### config.mk
export PLATFORM = sky130hd
export DESIGN_NAME = uart_cmd_top
export DESIGN_NICKNAME = d
export VERILOG_FILES = /design/src/design/uart_cmd_pkg.sv /design/src/design/uart_byte_if.sv /design/src/design/uart_tx.sv /design/src/design/uart_rx.sv /design/src/design/uart_cmd_ctrl.sv /design/src/design/uart_cmd_top.sv
export SDC_FILE = /design/constraint.sdc
export NUM_CORES = 1
export LEC_CHECK = 0
export ABC_CLOCK_PERIOD_IN_PS = 4000
export BUFFER_PORTS_ARGS = -buffer_cell sky130_fd_sc_hd__buf_2
export CAP_MARGIN = 40
export CORE_ASPECT_RATIO = 0.6
export CORE_MARGIN = 3
export CORE_UTILIZATION = 46
export DETAILED_ROUTE_END_ITERATION = 7
export PLACE_DENSITY = 0.6
export RECOVER_POWER = 100
export SETUP_SLACK_MARGIN = 0.02
export SLEW_MARGIN = 20
export SYNTH_ARGS = -nofsm -noshare
export SYNTH_HDL_FRONTEND = slang
export SYNTH_SLANG_ARGS = --single-unit
### constraint.sdc
create_clock -name clk -period 4 [get_ports clk]
set_input_delay 0 -clock clk [delete_from_list [all_inputs] [get_ports clk]]
set_output_delay 0 -clock clk [all_outputs]
set_load 0.01 [all_outputs]
### src/design/uart_cmd_pkg.sv
package uart_cmd_pkg;

  localparam int BAUD_DIV      = 434;    // clocks per bit
  localparam int BIT_CNT_W     = 9;
  localparam int FRAME_GAP     = 16;     // idle clocks between write frames
  localparam int REPLY_TIMEOUT = 10416;  // 24 bit times
  localparam int TIMEOUT_W     = 14;

  // bit 15 set means write, high byte goes out first
  typedef logic [15:0] cmd_t;

  typedef logic [7:0] byte_t;

  typedef logic [BIT_CNT_W-1:0] baud_cnt_t;

  typedef enum logic [2:0] {
    IDLE,
    LOAD,
    SEND_HI,
    GAP,
    SEND_LO,
    WAIT_REPLY,
    REPORT
  } ctrl_state_t;

endpackage

### src/design/uart_byte_if.sv
`timescale 1ns/1ps

interface uart_byte_if;

  logic                start;  // one cycle, only while busy is low
  uart_cmd_pkg::byte_t data;   // held by controller for the whole frame
  logic                busy;
  logic                done;   // last cycle of stop bit

  modport ctrl (
    output start,
    output data,
    input  busy,
    input  done
  );

  modport tx (
    input  start,
    input  data,
    output busy,
    output done
  );

endinterface

### src/design/uart_tx.sv
`timescale 1ns/1ps

module uart_tx (
  input  logic    clk,
  input  logic    rst_n,
  uart_byte_if.tx txb,
  output logic    tx
);

  logic [9:0]              shreg;     // stop, parity, data
  uart_cmd_pkg::baud_cnt_t baud_cnt;
  logic [3:0]              bit_idx;   // 0 start .. 10 stop
  logic                    bit_end;

  assign bit_end = (baud_cnt == uart_cmd_pkg::baud_cnt_t'(uart_cmd_pkg::BAUD_DIV - 1));

  assign txb.done = txb.busy && bit_end && (bit_idx == 4'd10);

  always_ff @(posedge clk or negedge rst_n)
  begin
    if (!rst_n)
    begin
      tx       <= 1'b1;
      txb.busy <= 1'b0;
      baud_cnt <= '0;
      bit_idx  <= '0;
    end
    else if (!txb.busy)
    begin
      baud_cnt <= '0;
      bit_idx  <= '0;
      if (txb.start)
      begin
        tx       <= 1'b0;  // start bit
        txb.busy <= 1'b1;
      end
    end
    else if (bit_end)
    begin
      baud_cnt <= '0;
      if (bit_idx == 4'd10)
      begin
        txb.busy <= 1'b0;  // line already idle high
      end
      else
      begin
        tx      <= shreg[0];
        bit_idx <= bit_idx + 1'b1;
      end
    end
    else
    begin
      baud_cnt <= baud_cnt + 1'b1;
    end
  end

  // even parity makes the ones count over data+parity even
  always_ff @(posedge clk)
  begin
    if (!txb.busy && txb.start)
    begin
      shreg <= {1'b1, ^txb.data, txb.data};
    end
    else if (txb.busy && bit_end)
    begin
      shreg <= {1'b1, shreg[9:1]};
    end
  end

endmodule

### src/design/uart_rx.sv
`timescale 1ns/1ps

module uart_rx (
  input  logic                clk,
  input  logic                rst_n,
  input  logic                rx,
  output uart_cmd_pkg::byte_t rx_data,
  output logic                rx_valid,
  output logic                rx_perr,
  output logic                rx_busy
);

  logic [1:0]              rx_sync;
  logic                    rx_d;       // delayed synced line, edge detect
  uart_cmd_pkg::baud_cnt_t baud_cnt;
  uart_cmd_pkg::baud_cnt_t cnt_target;
  logic [3:0]              bit_idx;    // 0 start .. 10 stop
  logic                    sample;
  logic                    par_bit;
  uart_cmd_pkg::byte_t     shreg;

  // first target lands near start-bit center, after that one full bit
  assign cnt_target = (bit_idx == 4'd0) ?
                      uart_cmd_pkg::baud_cnt_t'(uart_cmd_pkg::BAUD_DIV / 2 - 2) :
                      uart_cmd_pkg::baud_cnt_t'(uart_cmd_pkg::BAUD_DIV - 1);

  assign sample  = rx_busy && (baud_cnt == cnt_target);
  assign rx_data = shreg;

  always_ff @(posedge clk or negedge rst_n)
  begin
    if (!rst_n)
    begin
      rx_sync  <= 2'b11;
      rx_d     <= 1'b1;
      rx_busy  <= 1'b0;
      baud_cnt <= '0;
      bit_idx  <= '0;
      rx_valid <= 1'b0;
      rx_perr  <= 1'b0;
    end
    else
    begin
      rx_sync  <= {rx_sync[0], rx};
      rx_d     <= rx_sync[1];
      rx_valid <= 1'b0;
      if (!rx_busy)
      begin
        if (rx_d && !rx_sync[1])  // falling edge
        begin
          rx_busy  <= 1'b1;
          baud_cnt <= '0;
          bit_idx  <= '0;
        end
      end
      else if (sample)
      begin
        baud_cnt <= '0;
        if (bit_idx == 4'd0 && rx_sync[1])
        begin
          rx_busy <= 1'b0;  // glitch, drop it
        end
        else if (bit_idx == 4'd10)
        begin
          rx_busy  <= 1'b0;
          rx_valid <= 1'b1;
          rx_perr  <= (^{shreg, par_bit}) | !rx_sync[1];  // parity or framing
        end
        else
        begin
          bit_idx <= bit_idx + 1'b1;
        end
      end
      else
      begin
        baud_cnt <= baud_cnt + 1'b1;
      end
    end
  end

  always_ff @(posedge clk)
  begin
    if (sample)
    begin
      if (bit_idx >= 4'd1 && bit_idx <= 4'd8)
      begin
        shreg <= {rx_sync[1], shreg[7:1]};  // lsb first
      end
      if (bit_idx == 4'd9)
      begin
        par_bit <= rx_sync[1];
      end
    end
  end

endmodule

### src/design/uart_cmd_ctrl.sv
`timescale 1ns/1ps

module uart_cmd_ctrl (
  input  logic                clk,
  input  logic                rst_n,
  input  uart_cmd_pkg::cmd_t  cmd_in,
  input  logic                cmd_vld,
  output logic                cmd_rdy,
  uart_byte_if.ctrl           txb,
  input  uart_cmd_pkg::byte_t rx_data,
  input  logic                rx_valid,
  input  logic                rx_perr,
  input  logic                rx_busy,
  output uart_cmd_pkg::byte_t read_data,
  output logic                read_rdy,
  output logic                read_err
);

  typedef logic [uart_cmd_pkg::TIMEOUT_W-1:0] wait_cnt_t;

  uart_cmd_pkg::ctrl_state_t state;
  uart_cmd_pkg::ctrl_state_t state_nxt;
  uart_cmd_pkg::cmd_t        cmd_reg;
  wait_cnt_t                 wait_cnt;   // gap and reply timeout share it
  logic                      gap_end;
  logic                      reply_timeout;

  assign gap_end = (wait_cnt == wait_cnt_t'(uart_cmd_pkg::FRAME_GAP - 1));

  // the count is frozen while a reply frame is coming in
  assign reply_timeout = !rx_busy &&
                         (wait_cnt == wait_cnt_t'(uart_cmd_pkg::REPLY_TIMEOUT - 1));

  assign cmd_rdy  = (state == uart_cmd_pkg::IDLE);
  assign read_rdy = (state == uart_cmd_pkg::REPORT);

  assign txb.start = !txb.busy &&
                     ((state == uart_cmd_pkg::LOAD) ||
                      (state == uart_cmd_pkg::GAP && gap_end));
  assign txb.data  = (state == uart_cmd_pkg::GAP || state == uart_cmd_pkg::SEND_LO) ?
                     cmd_reg[7:0] : cmd_reg[15:8];

  always_comb
  begin
    state_nxt = state;
    case (state)
      uart_cmd_pkg::IDLE:
      begin
        if (cmd_vld)
          state_nxt = uart_cmd_pkg::LOAD;
      end
      uart_cmd_pkg::LOAD:
      begin
        state_nxt = uart_cmd_pkg::SEND_HI;
      end
      uart_cmd_pkg::SEND_HI:
      begin
        if (txb.done)
          state_nxt = cmd_reg[15] ? uart_cmd_pkg::GAP : uart_cmd_pkg::WAIT_REPLY;
      end
      uart_cmd_pkg::GAP:
      begin
        if (gap_end)
          state_nxt = uart_cmd_pkg::SEND_LO;
      end
      uart_cmd_pkg::SEND_LO:
      begin
        if (txb.done)
          state_nxt = uart_cmd_pkg::IDLE;
      end
      uart_cmd_pkg::WAIT_REPLY:
      begin
        if (rx_valid || reply_timeout)
          state_nxt = uart_cmd_pkg::REPORT;
      end
      default:
      begin
        state_nxt = uart_cmd_pkg::IDLE;  // REPORT lasts one cycle
      end
    endcase
  end

  always_ff @(posedge clk or negedge rst_n)
  begin
    if (!rst_n)
      state <= uart_cmd_pkg::IDLE;
    else
      state <= state_nxt;
  end

  always_ff @(posedge clk or negedge rst_n)
  begin
    if (!rst_n)
      wait_cnt <= '0;
    else if (state_nxt != state)
      wait_cnt <= '0;
    else if (state == uart_cmd_pkg::GAP ||
             (state == uart_cmd_pkg::WAIT_REPLY && !rx_busy))
      wait_cnt <= wait_cnt + 1'b1;
  end

  always_ff @(posedge clk)
  begin
    if (state == uart_cmd_pkg::IDLE && cmd_vld)
      cmd_reg <= cmd_in;
  end

  always_ff @(posedge clk or negedge rst_n)
  begin
    if (!rst_n)
    begin
      read_data <= '0;
      read_err  <= 1'b0;
    end
    else if (state == uart_cmd_pkg::WAIT_REPLY)
    begin
      if (rx_valid)
      begin
        read_data <= rx_data;
        read_err  <= rx_perr;
      end
      else if (reply_timeout)
      begin
        read_data <= '0;  // no reply
        read_err  <= 1'b1;
      end
    end
  end

endmodule

### src/design/uart_cmd_top.sv
`timescale 1ns/1ps

module uart_cmd_top (
  input  logic                clk,
  input  logic                rst_n,
  input  uart_cmd_pkg::cmd_t  cmd_in,
  input  logic                cmd_vld,
  output logic                cmd_rdy,
  input  logic                rx,
  output logic                tx,
  output uart_cmd_pkg::byte_t read_data,
  output logic                read_rdy,
  output logic                read_err
);

  uart_cmd_pkg::byte_t rx_data;
  logic                rx_valid;
  logic                rx_perr;
  logic                rx_busy;

  uart_byte_if txb_if ();

  uart_cmd_ctrl u_ctrl (
    .clk       (clk),
    .rst_n     (rst_n),
    .cmd_in    (cmd_in),
    .cmd_vld   (cmd_vld),
    .cmd_rdy   (cmd_rdy),
    .txb       (txb_if.ctrl),
    .rx_data   (rx_data),
    .rx_valid  (rx_valid),
    .rx_perr   (rx_perr),
    .rx_busy   (rx_busy),
    .read_data (read_data),
    .read_rdy  (read_rdy),
    .read_err  (read_err)
  );

  uart_tx u_tx (
    .clk   (clk),
    .rst_n (rst_n),
    .txb   (txb_if.tx),
    .tx    (tx)
  );

  uart_rx u_rx (
    .clk      (clk),
    .rst_n    (rst_n),
    .rx       (rx),
    .rx_data  (rx_data),
    .rx_valid (rx_valid),
    .rx_perr  (rx_perr),
    .rx_busy  (rx_busy)
  );

endmodule

==> results.md <==
- Hold Fails Final Rpt: 0
- DR vias: 3180
- Rows: 27
- Cts hold-fix bufs: 18
- Top-area cell type share of the netlist area: 30.56%
- Top-level port count: 32
- Non-Filler Instances: 599
- Critical path class: reg -> reg
- Global-route usage over all layers: 17.57%
- Critical R2R Launch: u_ctrl.wait_cnt[4]$_DFFE_PN0P_
- CTS tree: done
- Initial antenna violation count: 0
- Worst Path Max Fanout: 10
- Post-DP HPWL: 6278 um
- Final Max Tran Viols: 0
- Setup crit end kind: flop
- Worst-path clk slew: 60 ps
- DRT Wirelength: 9045 um
- Crit path time final: 3147 ps
- Initial DRC count: 245
- Dpl ws: 1236 ps
- Nets: 494
- Worst EP arrival: 3150 ps
- Synth unique cells: 56
- RSZ-0062 raised after global routing: false
- RD Place Congestion: 0.8351
- CP startpoint kind: flop
- Worst vdd ir: 0.0002517 V
- Hold path depth: 3
- Worst-case clock skew: 5.202 ps
- Period utilization: 78.67%
- H-tree levels: 3
- First-pass GRT wire length: 15710 um
- Post-Syn Instances: 411
- Post-cts sizing count: 0
- Final setup vio count: 0
- Number of CTS-inserted buffers: 9
- Hold path endpoint: u_ctrl.state[0]$_DFF_PN0_
- Worst Hold Launch: cmd_vld
- Pleak: 0.002127 uW
- Root buf cell: clkbuf_16
- Final setup margin: 853.4 ps
- Syn avg cell area: 11.16 um^2
- Total Neg Setup Slack: 0 ps
- Outcome: finished clean
- Post-synth top area cell: dfrtp_1
- Vias per cell: 5.309
- Worst rel slew slack: 39.40%
- Primary FF master, synth: dfrtp_1
- R2R depth: 6
- Starting density of the core: 48.65%
- Maxcap violations: 0
- Die Height: 83.34 um
- Post-Syn Nets: 441
- Register area share after synthesis: 55.12%
- Wirelength per Cell: 15.10 um
- Share of layout cells above drive strength 1: 9.168%
- Drt pass-1 iters: 5
- Number of synthesized register bits: 94
- Largest register FFs: 16
- CTS max path bufs: 2
- Worst hold path type: in -> reg
- CTS sink cnt: 94
- YS warnings: 0
- Vias in the first global route: 3158
- Power density over cell area: 500.3 nW/um^2
- Grt ovf: 0
- Placed Instances: 562
- Antenna Nets Post-Route: 0
- Fmax: 317.8 MHz
- Clock latency on the worst-skew pair: 340 ps
- EDFF count, synth: 34
- Syn Std Cell Area: 4586 um^2
- Die width: 134.9 um
- Core area: 9425 um^2
- Layout area overhead: 14.92%
- DRC viols: 0
- Port bufs: 31
- Ys async rst share: 63.83%
- R2r setup slk: 850 ps
- Postcts setup bufs: 0
- Largest net degree at the start of global routing: 61
- Ant diodes: 0
- WP data required: 4000 ps
- Dominant cells by area after synthesis: dfrtp_1, edfxtp_1, xnor2_1
- Worst slew pin tran: 909.0 ps
- Die area: 11240 um^2
- Reg2reg end: u_tx.shreg[3]$_DFFE_PP_
==> cell families (layout without fill, tap and decap cells) <==
family / after synthesis / after routing / synth area share [%]
and+or+nand+nor: 150 / 150 / 18.23
DFF: 94 / 94 / 55.12
buffers and inverters: 30 / 88 / 3.110
adders and majority gates: 10 / 10 / 2.729
xor gates and xnor gates: 42 / 42 / 8.322
AOI/OAI and AO/OA: 74 / 74 / 10.07
muxes: 11 / 11 / 2.428
==> area by class of cell <==
class	instances	area, um^2
multi-input combinational	287	1881
inverter	15	56.30
fill	828	4155
tap	130	162.7
sequential	94	2527
clock inverter	6	37.54
timing repair buffer	57	376.6
clock buffer	10	229.0
==> cell usage after synthesis (3+ instances only) <==
cell	instances
a211oi_1	3
a21oi_1	13
a22o_1	11
a31oi_1	3
and2_1	4
and3_1	10
buf_2	6
buf_6	3
clkbuf_1	6
dfrtp_1	56
dfstp_2	4
edfxtp_1	34
ha_1	10
inv_1	14
mux2i_1	10
nand2_1	29
nand2b_1	7
nand3_1	14
nand4_1	4
nand4b_1	4
nor2_1	33
nor3_1	8
nor4_1	7
o21ai_0	26
o21ai_1	8
or3_1	9
xnor2_1	34
xor2_1	7
==> through the flow <==
stage | power, uW | utilization [%] | hold slack (ps) | instance area, um^2
after detailed placement | 1867 | 51.59 | 106.2 | 4862
after global routing | 2804 | 55.91 | 74.47 | 5270
after CTS | 2664 | 56.33 | 288.5 | 5309
final | 2636 | 55.91 | 82.94 | 5270
after global placement | 1853 | 51.59 | 106.3 | 4862
after floorplan | 1717 | - | -295.6 | 4586
==> worst max-delay path: stages, from the launching register on <==
cell and delay, ps:
dfrtp_1 410, or4_1 580, nor4_1 750, o21ai_2 230
nor2b_1 220, a21oi_1 260, clkbuf_1 360
==> cells in the final DEF, fill, tap and decap left out, types with 8 or more instances in the layout <==
cell type | Yosys | layout
nand2_1 | 29 | 29
clkbuf_16 | 0 | 9
nand3_1 | 14 | 14
o21ai_0 | 26 | 34
and3_1 | 10 | 10
buf_2 | 6 | 18
or3_1 | 9 | 9
a22o_1 | 11 | 11
xnor2_1 | 34 | 34
edfxtp_1 | 34 | 34
a21oi_1 | 13 | 13
nor2_1 | 33 | 33
nor3_1 | 8 | 8
mux2i_1 | 10 | 10
ha_1 | 10 | 10
dlygate4sd3_1 | 0 | 18
dfrtp_1 | 56 | 56
inv_1 | 14 | 14
nor4_1 | 7 | 9
clkbuf_1 | 6 | 20
==> routing by layer <==
layer / global-route usage (%) / vias to the layer above / part of all wire (%)
met5: 0 / - / 0
met4: 4.806 / 0 / 1.2
met3: 5.085 / 9 / 4.6
met2: 22.68 / 62 / 39
met1: 28.10 / 1532 / 55
li1: - / 1577 / -
==> power by group <==
group          internal (uW)  leakage (uW)  switching, uW
logic                    256      0.000913            293
registers               1150       0.00109            158
clock network            419      0.000126            360
total                   1820       0.00213            811
==> worst max-delay path by stage <==
stage                                   startpoint  cells past startpoint                   endpoint  slack [ps]
finish              u_ctrl.wait_cnt[4]$_DFFE_PN0P_                      6    u_tx.shreg[3]$_DFFE_PP_         850
global route        u_ctrl.wait_cnt[4]$_DFFE_PN0P_                      6    u_tx.shreg[2]$_DFFE_PP_         610
CTS                 u_ctrl.wait_cnt[4]$_DFFE_PN0P_                      5    u_tx.shreg[0]$_DFFE_PP_        1190
detailed placement  u_ctrl.wait_cnt[4]$_DFFE_PN0P_                      5    u_tx.shreg[6]$_DFFE_PP_        1240
global placement    u_ctrl.wait_cnt[4]$_DFFE_PN0P_                      5    u_tx.shreg[6]$_DFFE_PP_        1360
floorplan              u_rx.bit_idx[0]$_DFFE_PN0P_                      7  u_rx.rx_data[0]$_DFFE_PP_        1230
Power figures use the tool's default switching activity.
